--- config.mk ---
export PLATFORM = sky130hd
export DESIGN_NAME = grid_rx_top
export DESIGN_NICKNAME = d
export VERILOG_FILES = /design/src/verilog/grid_rx_pkg.sv /design/src/verilog/grid_rx_lane_if.sv /design/src/verilog/grid_rx_deser.sv /design/src/verilog/grid_rx_gcr_decoder.sv /design/src/verilog/grid_rx_control.sv /design/src/verilog/grid_rx_top.sv
export VERILOG_INCLUDE_DIRS = /design/src /design/src/include
export SDC_FILE = /design/constraint.sdc
export NUM_CORES = 1
export LEC_CHECK = 0
export BUFFER_PORTS_ARGS = -buffer_cell sky130_fd_sc_hd__buf_2
export CORE_ASPECT_RATIO = 1.25
export CORE_MARGIN = 2
export CORE_UTILIZATION = 59
export DETAILED_ROUTE_END_ITERATION = 7
export PLACE_DENSITY = 0.87
export RECOVER_POWER = 100
export SYNTH_ARGS = -nofsm -noshare
export SYNTH_HDL_FRONTEND = slang
export SYNTH_SLANG_ARGS = --single-unit
--- constraint.sdc ---
create_clock -name pclk -period 5.2 [get_ports pclk]
set_clock_uncertainty 0.1 [all_clocks]
set_input_delay 0 -clock pclk [delete_from_list [all_inputs] [get_ports pclk]]
set_output_delay 0 -clock pclk [all_outputs]
set_load 0.03 [all_outputs]
--- src/include/grid_rx_macros.svh ---
// Grid router receive link constants
// Lane count, symbol and character widths, comma pattern, lock thresholds

`ifndef GRID_RX_MACROS_SVH
`define GRID_RX_MACROS_SVH

// Number of serial lanes bonded into one word
`define GRID_RX_LANES 3

// Group-coded symbol on the wire
// Marker "01" plus three 4-bit code groups
`define GRID_RX_SYM_W 14

// Decoded character, 3 bits per code group
`define GRID_RX_CHAR_W 9

// Alignment comma, seven ones then seven zeros
// Data symbols never hold a run of seven equal bits
`define GRID_RX_COMMA 14'b11_1111_1000_0000

// Consecutive aligned commas before a lane counts as locked
`define GRID_RX_LOCK_COUNT 4

// Consecutive code errors that throw a locked lane back to hunt
`define GRID_RX_ERR_LIMIT 2

`endif

--- src/verilog/grid_rx_pkg.sv ---
// Grid router receive types
// Symbol, character, bonded word and lane lock state

`include "grid_rx_macros.svh"

package grid_rx_pkg;

    // ======================================================================
    // Payload types
    // ======================================================================

    // Raw 14-bit symbol as cut from the serial stream
    typedef logic [`GRID_RX_SYM_W-1:0] gcr_sym_t;

    // Decoded 9-bit character
    typedef logic [`GRID_RX_CHAR_W-1:0] gcr_char_t;

    // Bonded word for the UART side
    // Lane 2 in the top bits, lane 0 in the bottom bits
    typedef logic [`GRID_RX_LANES*`GRID_RX_CHAR_W-1:0] rx_word_t;

    // ======================================================================
    // Control types
    // ======================================================================

    // Per-lane word alignment state
    //   st_hunt    searching for a comma, slipping one bit per miss
    //   st_verify  comma seen, counting consecutive aligned commas
    //   st_locked  boundary trusted, data characters accepted
    typedef enum logic [1:0] {
        st_hunt,
        st_verify,
        st_locked
    } lane_state_t;

endpackage

--- src/verilog/grid_rx_lane_if.sv ---
// Grid router lane bundle
// Carries one lane from deserialiser to decoder to control block

`timescale 1ns/1ps

interface grid_rx_lane_if;

    import grid_rx_pkg::*;

    // Deserialiser to decoder
    logic      sym_valid;
    gcr_sym_t  sym;

    // Decoder to control, one result per chr_valid
    logic      chr_valid;
    gcr_char_t chr;
    logic      is_comma;
    logic      code_err;

    // Control back to deserialiser, shifts the boundary one bit
    logic      slip;

    modport deser (
        output sym_valid,
        output sym,
        input  slip
    );

    modport decoder (
        input  sym_valid,
        input  sym,
        output chr_valid,
        output chr,
        output is_comma,
        output code_err
    );

    modport control (
        input  chr_valid,
        input  chr,
        input  is_comma,
        input  code_err,
        output slip
    );

endinterface

--- src/verilog/grid_rx_deser.sv ---
// Grid router lane deserialiser
// Cuts one bit per cycle into 14-bit symbols, slip stretches a symbol by one bit

`timescale 1ns/1ps

`include "grid_rx_macros.svh"

module grid_rx_deser (
    input logic           pclk,
    input logic           arst_n,
    input logic           seri,
    grid_rx_lane_if.deser lane
);

    import grid_rx_pkg::*;

    localparam int CNT_W = $clog2(`GRID_RX_SYM_W);
    localparam logic [CNT_W-1:0] CNT_LAST = CNT_W'(`GRID_RX_SYM_W - 1);

    // Bit position inside the current symbol
    logic [CNT_W-1:0] bit_cnt;

    // Incoming bits, newest at bit 0
    gcr_sym_t shift_q;

    // Last bit of a symbol sampled at the coming edge
    logic sym_done;

    // ======================================================================
    // Shift path
    // ======================================================================

    // MSB arrives first, so it ends up at the top after 14 shifts
    always_ff @(posedge pclk) begin
        shift_q <= {shift_q[`GRID_RX_SYM_W-2:0], seri};
    end

    // Symbol stays put in shift_q for the sym_valid cycle
    assign lane.sym = shift_q;

    // ======================================================================
    // Bit counter
    // ======================================================================

    // A slip holds the count for one cycle
    // The symbol then spans 15 bits and its oldest bit falls off the top
    assign sym_done = (bit_cnt == CNT_LAST) && !lane.slip;

    always_ff @(posedge pclk or negedge arst_n) begin
        if (!arst_n) begin
            bit_cnt        <= '0;
            lane.sym_valid <= 1'b0;
        end else begin
            // Strobe lands in the cycle after the 14th bit is sampled
            lane.sym_valid <= sym_done;
            if (!lane.slip) begin
                if (bit_cnt == CNT_LAST) begin
                    bit_cnt <= '0;
                end else begin
                    bit_cnt <= bit_cnt + 1'b1;
                end
            end
        end
    end

    // Control answers two cycles after sym_valid, well clear of the next one
    a_slip_not_on_sym : assert property (
        @(posedge pclk) disable iff (!arst_n)
        !(lane.slip && lane.sym_valid)
    );

endmodule

--- src/verilog/grid_rx_gcr_decoder.sv ---
// Grid router group-code decoder
// Maps a 14-bit symbol to a 9-bit character, flags commas and code errors

`timescale 1ns/1ps

`include "grid_rx_macros.svh"

module grid_rx_gcr_decoder (
    input logic             pclk,
    input logic             arst_n,
    grid_rx_lane_if.decoder lane
);

    import grid_rx_pkg::*;

    // Three 4-bit groups, each worth 3 character bits
    localparam int GRP_N = `GRID_RX_CHAR_W / 3;

    logic      sym_comma;
    logic      marker_ok;
    logic      groups_ok;
    logic [3:0] grp_res;
    gcr_char_t dec_chr;

    // ======================================================================
    // Code table
    // ======================================================================

    // Result is {valid, value}
    // The eight groups not listed are illegal
    function automatic logic [3:0] gcr_group(input logic [3:0] grp);
        case (grp)
            4'b1010: return 4'b1_000;
            4'b1011: return 4'b1_001;
            4'b1101: return 4'b1_010;
            4'b1110: return 4'b1_011;
            4'b0101: return 4'b1_100;
            4'b0110: return 4'b1_101;
            4'b0111: return 4'b1_110;
            4'b1001: return 4'b1_111;
            default: return 4'b0_000;
        endcase
    endfunction

    // ======================================================================
    // Symbol checks
    // ======================================================================

    always_comb begin
        sym_comma = (lane.sym == `GRID_RX_COMMA);
        // Data symbols start with "01"
        marker_ok = (lane.sym[`GRID_RX_SYM_W-1 -: 2] == 2'b01);
        groups_ok = marker_ok;
        grp_res   = '0;
        dec_chr   = '0;
        // Group 0 sits at the bottom and carries the low character bits
        for (int i = 0; i < GRP_N; i++) begin
            grp_res            = gcr_group(lane.sym[4*i +: 4]);
            groups_ok          = groups_ok && grp_res[3];
            dec_chr[3*i +: 3]  = grp_res[2:0];
        end
    end

    // ======================================================================
    // Output register
    // ======================================================================

    // One result per symbol, exactly one of data, comma or error
    always_ff @(posedge pclk or negedge arst_n) begin
        if (!arst_n) begin
            lane.chr_valid <= 1'b0;
            lane.is_comma  <= 1'b0;
            lane.code_err  <= 1'b0;
        end else begin
            lane.chr_valid <= lane.sym_valid;
            lane.is_comma  <= lane.sym_valid && sym_comma;
            lane.code_err  <= lane.sym_valid && !sym_comma && !groups_ok;
        end
    end

    // Character payload, only meaningful when neither flag is set
    always_ff @(posedge pclk) begin
        if (lane.sym_valid) begin
            lane.chr <= dec_chr;
        end
    end

    // An unknown symbol would slip through as data with no flag raised
    a_sym_known : assert property (
        @(posedge pclk) disable iff (!arst_n)
        lane.sym_valid |-> !$isunknown(lane.sym)
    );

endmodule

--- src/verilog/grid_rx_control.sv ---
// Grid router receive control
// Per-lane lock FSMs with slip requests, and the three-lane word gather

`timescale 1ns/1ps

`include "grid_rx_macros.svh"

module grid_rx_control (
    input  logic                         pclk,
    input  logic                         arst_n,
    grid_rx_lane_if.control              lanes [`GRID_RX_LANES],
    output grid_rx_pkg::rx_word_t        word,
    output logic                         word_valid,
    output logic [`GRID_RX_LANES-1:0]    lock
);

    import grid_rx_pkg::*;

    // One run counter per lane serves both comma and error counting
    localparam int RUN_W = $clog2(`GRID_RX_LOCK_COUNT + `GRID_RX_ERR_LIMIT);
    localparam logic [RUN_W-1:0] LOCK_LAST = RUN_W'(`GRID_RX_LOCK_COUNT - 1);
    localparam logic [RUN_W-1:0] ERR_LAST  = RUN_W'(`GRID_RX_ERR_LIMIT - 1);

    // Lane is locked and has a character for the next word
    logic [`GRID_RX_LANES-1:0] ready;
    // All lanes ready, word goes out at the next edge
    logic                      emit;
    // Word as it would look with this cycle's characters folded in
    rx_word_t                  word_next;

    for (genvar g = 0; g < `GRID_RX_LANES; g++) begin : g_lane

        lane_state_t      state;
        logic [RUN_W-1:0] run;
        logic             fresh;
        gcr_char_t        held;
        logic             data_in;

        assign data_in = lanes[g].chr_valid && !lanes[g].is_comma && !lanes[g].code_err;
        assign lock[g] = (state == st_locked);

        // Newest character wins, whether held or arriving now
        assign ready[g] = lock[g] && (fresh || data_in);
        assign word_next[g*`GRID_RX_CHAR_W +: `GRID_RX_CHAR_W] =
            data_in ? lanes[g].chr : held;

        // ==================================================================
        // Lock FSM
        // ==================================================================
        always_ff @(posedge pclk or negedge arst_n) begin
            if (!arst_n) begin
                state         <= st_hunt;
                run           <= '0;
                lanes[g].slip <= 1'b0;
            end else begin
                lanes[g].slip <= 1'b0;
                if (lanes[g].chr_valid) begin
                    case (state)
                        st_hunt: begin
                            // Wrong boundary, move it by one bit and look again
                            if (lanes[g].is_comma) begin
                                state <= st_verify;
                                run   <= RUN_W'(1);
                            end else begin
                                lanes[g].slip <= 1'b1;
                            end
                        end
                        st_verify: begin
                            if (!lanes[g].is_comma) begin
                                state <= st_hunt;
                                run   <= '0;
                            end else if (run == LOCK_LAST) begin
                                state <= st_locked;
                                run   <= '0;
                            end else begin
                                run <= run + 1'b1;
                            end
                        end
                        st_locked: begin
                            // Only back-to-back errors count, anything else resets
                            if (!lanes[g].code_err) begin
                                run <= '0;
                            end else if (run == ERR_LAST) begin
                                state <= st_hunt;
                                run   <= '0;
                            end else begin
                                run <= run + 1'b1;
                            end
                        end
                        default: begin
                            state <= st_hunt;
                            run   <= '0;
                        end
                    endcase
                end
            end
        end

        // ==================================================================
        // Character holding
        // ==================================================================

        // Emit takes precedence, a character arriving with it is consumed
        always_ff @(posedge pclk or negedge arst_n) begin
            if (!arst_n) begin
                fresh <= 1'b0;
            end else if (!lock[g] || emit) begin
                fresh <= 1'b0;
            end else if (data_in) begin
                fresh <= 1'b1;
            end
        end

        always_ff @(posedge pclk) begin
            if (data_in && lock[g]) begin
                held <= lanes[g].chr;
            end
        end

    end

    // ======================================================================
    // Word output
    // ======================================================================

    assign emit = &ready;

    always_ff @(posedge pclk or negedge arst_n) begin
        if (!arst_n) begin
            word_valid <= 1'b0;
        end else begin
            word_valid <= emit;
        end
    end

    always_ff @(posedge pclk) begin
        if (emit) begin
            word <= word_next;
        end
    end

    // A lane brings at most one character per symbol time
    // so a word is never followed directly by another
    a_word_single : assert property (
        @(posedge pclk) disable iff (!arst_n)
        word_valid |=> !word_valid
    );

endmodule

--- src/verilog/grid_rx_top.sv ---
// Grid router receive top level
// Three independent lanes feeding one control block and a 27-bit word

`timescale 1ns/1ps

`include "grid_rx_macros.svh"

module grid_rx_top (
    input  logic                      pclk,
    input  logic                      arst_n,
    // One sampled bit per lane per cycle, lanes not aligned to each other
    input  logic [`GRID_RX_LANES-1:0] seri,
    output grid_rx_pkg::rx_word_t     word,
    output logic                      word_valid,
    output logic [`GRID_RX_LANES-1:0] lock
);

    // ======================================================================
    // Lane bundles
    // ======================================================================

    // One bundle per lane, deserialiser -> decoder -> control
    grid_rx_lane_if lane_if [`GRID_RX_LANES] ();

    // ======================================================================
    // Per-lane receive path
    // ======================================================================

    for (genvar g = 0; g < `GRID_RX_LANES; g++) begin : g_lane

        // Bit stream to 14-bit symbols, boundary moved by control slips
        grid_rx_deser u_deser (
            .pclk   (pclk),
            .arst_n (arst_n),
            .seri   (seri[g]),
            .lane   (lane_if[g])
        );

        // Symbol to character, comma or code error
        grid_rx_gcr_decoder u_decoder (
            .pclk   (pclk),
            .arst_n (arst_n),
            .lane   (lane_if[g])
        );

    end

    // ======================================================================
    // Lock tracking and word gather
    // ======================================================================

    // Total latency from last data bit to word_valid is 3 cycles
    //   deser 1, decoder 1, gather 1
    grid_rx_control u_control (
        .pclk       (pclk),
        .arst_n     (arst_n),
        .lanes      (lane_if),
        .word       (word),
        .word_valid (word_valid),
        .lock       (lock)
    );

endmodule

==> impl_metrics.yaml <==
outcome:
  outcome: "finished, violations left"
  violations: "max-capacitance violations, max-slew violations"
yosys:
  syn_nets: 677
  syn_inst: 622
  yosys.cell_types.count: 53
  synth.yosys.seq_area_share_pct: 64.7
  yosysWarnings: 0
  synth-edff-count: 81
  synth-seq-cells: 205
  avgSynthCellArea_um2: 12.8
  mappedNetlistArea_mm2: 0.00795
  ys.flop_type: "edfxtp_1"
  synthArstFlopShare_pct: 22.4
timing:
  worst_slew_pin_slew_ns: 2.40
  rsz0062_at_grt: "false"
  fin_tns_setup_ns: 0
  maxSlewViolCount: 60
  setup_viol: 0
  post-route-period-util_pct: 68.2
  hold_viol_final: 0
  max_slew_margin_pct: -59.8
  min_period_ns: 3.55
  fmaxAchievable_mhz: 282
cells_and_area:
  final_cells: 850
  n_antenna_cell: 0
  drive_gt1_share_pct: 10.2
  areaGrowthSynthToFinish_pct: 11.8
  fin_nets: 721
  fin_area_mm2: 0.00888
clocking:
  cts_made_buffers: 19
  cts_tree: "done"
  h-tree-depth: 1
  cts_root_buf: "clkbuf_16"
  clk_pin_slew_ns: 0.06
  cts_setup_buffers: 0
  clock-sinks: 205
  clock_latency_ns: 0.48
  cts_resized: 0
  clockBufferDepth: 3
flow_run:
  cap_violations: 2
die:
  design.portCount: 36
  dieArea_mm2: 0.0144
  dieHeight_um: 134
  chipWidth_um: 108
  fp.coreArea_mm2: 0.0132
  start_util_pct: 60.1
  std_cell_rows: 47
critical_path:
  worstPathRequired_ns: 5.25
  cp-start-kind: "register"
  path_max_fanout: 19
  worst_ep_arrival_time_ns: 3.60
  crit_type: "register to register"
  end_kind: "register"
route:
  drcViolationCount: 0
  via_count: 4665
  wl_per_cell_um: 16.4
  post_drt_via_cell_ratio: 5.49
  drtAntennaViolNets: 0
  drtIter0Drc: 331
  wirelength_mm: 14.0
  firstDrtPassIters: 4
place:
  gp_congestion: 0.801
  hpwl_mm: 9.52
  placed_area_mm2: 0.00827
  dp.cells: 812
  port_buffers: 35
hold_path:
  hold_class: "primary input to register"
global_routing:
  grt_pass1_vias: 5009
  grt_pass1_wl_mm: 23.7
  grt_max_degree: 47
  overflow: 0
  grt.total_usage_pct: 20.6
  antenna_found_initial: 0
pwr:
  power.density_mw_per_mm2: 404
  vdd_drop_max_mv: 0.322
  finalPower_uw: 3580
  p_leak_uw: 0.00354
-- per-layer routing --
layer  up-vias  routed length (µm)  GRT usage (%)  part of all wire, %
li1       2267                   -              -                    -
met1      2269                5410           23.3                   39
met2        87                7400           36.8                   53
met3        42                 630           4.26                  4.5
met4         0                 539           9.40                  3.9
met5         -                   0              0                    0
-- cells in the final DEF (no fill, tap or decap), types with 3 or more instances in the layout --
master | netlist | layout
o21a_1 | 3 | 3
and3b_1 | 3 | 3
nand2b_1 | 5 | 5
or4_1 | 2 | 3
dfxtp_1 | 78 | 78
nand4_1 | 7 | 7
clkbuf_8 | 0 | 5
nor2b_1 | 16 | 16
nor3b_1 | 2 | 3
nand3_1 | 3 | 3
dfrtp_1 | 46 | 46
nor4_1 | 1 | 3
a22o_1 | 3 | 3
and2_0 | 0 | 6
ha_1 | 50 | 50
xnor2_1 | 3 | 3
inv_1 | 45 | 45
mux2_2 | 40 | 38
edfxtp_1 | 81 | 81
nand4b_1 | 4 | 4
nor2_1 | 16 | 16
nand3b_1 | 3 | 3
clkbuf_16 | 0 | 19
o21ai_0 | 48 | 48
clkbuf_1 | 11 | 42
nand2_1 | 66 | 66
a21oi_1 | 31 | 31
o221ai_1 | 3 | 3
nor3_1 | 5 | 4
a31oi_1 | 4 | 4
dlygate4sd3_1 | 0 | 4
-- logic make-up (layout without fill, tap and decap cells) --
family / count (synthesis) / count (layout) / share of synthesized area (%)
multiplexers: 41 / 41 / 5.79
buffers and inverters: 64 / 121 / 3.26
adder cells (fa/ha/maj): 50 / 50 / 7.87
XOR/XNOR: 3 / 3 / 0.331
AND/OR/NAND/NOR: 152 / 152 / 10.2
flip-flops: 205 / 205 / 64.7
AO/OA/AOI/OAI: 107 / 107 / 7.79
-- area by class of cell --
class,count,area (µm²)
multi-input cells,353,2530
flip-flops and latches,205,5140
fillers,898,4350
clock inverters,5,77.6
clock buffers,29,563
repair buffers,42,186
inverters,45,169
well taps,171,214
-- final timing paths --
path | from | endpoint | slack [ns] | cells past startpoint
worst max-delay path | g_lane[2].u_decoder.lane.chr_valid | u_control.word[17] | 1.65 | 4
worst min register to register | g_lane[1].u_deser.lane.sym[11] | g_lane[1].u_deser.lane.sym[12] | 0.25 | 0
max in group asynchronous | arst_n | u_control.g_lane[1].run[1] | 2.94 | 2
worst max register to register | g_lane[2].u_decoder.lane.chr_valid | u_control.word[17] | 1.65 | 4
min in group asynchronous | arst_n | u_control.g_lane[0].run[1] | 0.69 | 2
worst min-delay path | seri[1] | g_lane[1].u_deser.lane.sym[0] | 0.18 | 2
-- where the power goes --
group          switching (µW)  internal (µW)  total, µW  leakage (µW)
Sequential                118           1810       1920       0.00199
Clock                     547            847       1390      0.000314
Combinational             140            127        266       0.00123
-- Yosys cell counts, types with 4 or more instances --
| cell type | instances | area share [%] |
|---|---|---|
| a21oi_1 | 31 | 2.0 |
| a31oi_1 | 4 | 0.31 |
| and2_1 | 7 | 0.55 |
| buf_2 | 5 | 0.31 |
| clkbuf_1 | 11 | 0.52 |
| dfrtp_1 | 46 | 14 |
| dfxtp_1 | 78 | 20 |
| edfxtp_1 | 81 | 31 |
| ha_1 | 50 | 7.9 |
| inv_1 | 45 | 2.1 |
| mux2_2 | 40 | 5.7 |
| nand2_1 | 66 | 3.1 |
| nand2b_1 | 5 | 0.39 |
| nand4_1 | 7 | 0.55 |
| nand4b_1 | 4 | 0.44 |
| nor2_1 | 16 | 0.76 |
| nor2b_1 | 16 | 1.3 |
| nor3_1 | 5 | 0.31 |
| o21ai_0 | 48 | 3.0 |
-- metrics by stage --
| stage | hold WS, ns | util (%) | setup WS (ns) |
|---|---|---|---|
| 6_report | 0.183 | 67.1 | 1.65 |
| 3_3_place_gp | 0.0638 | 62.5 | 2.37 |
| 2_1_floorplan | -0.396 | - | 1.34 |
| 5_1_grt | 0.187 | 67.1 | 1.27 |
| 4_1_cts | 0.105 | 67.7 | 2.23 |
| 3_5_place_dp | 0.0676 | 62.5 | 2.25 |
-- worst max-delay path, cell delays in order (launching register included) --
cell and delay (ns):
dfrtp_1 0.48, nor3b_1 1.23, o21ai_0 0.32, nor3_2 0.68, buf_4 0.42
-- flip-flops by register name, indices dropped and copies added, names as in the netlist, 6 cells and up, named ones only --
name and cells:
u_control.g_lane.held 27, u_control.g_lane.run 9, g_lane.u_decoder.lane.chr 27, g_lane.u_deser.lane.sym 42, g_lane.u_deser.bit_cnt 12, u_control.word 27, u_control.g_lane.state 6, g_lane.u_decoder.dec_chr 27
-- timing repair --
action | 4_1_cts | 5_1_grt
hold buffers | 4 | 0
endpoints found under the setup margin | 0 | 0
hold endpoints to repair | 58 | 0
(Power assumes the default switching activity.)
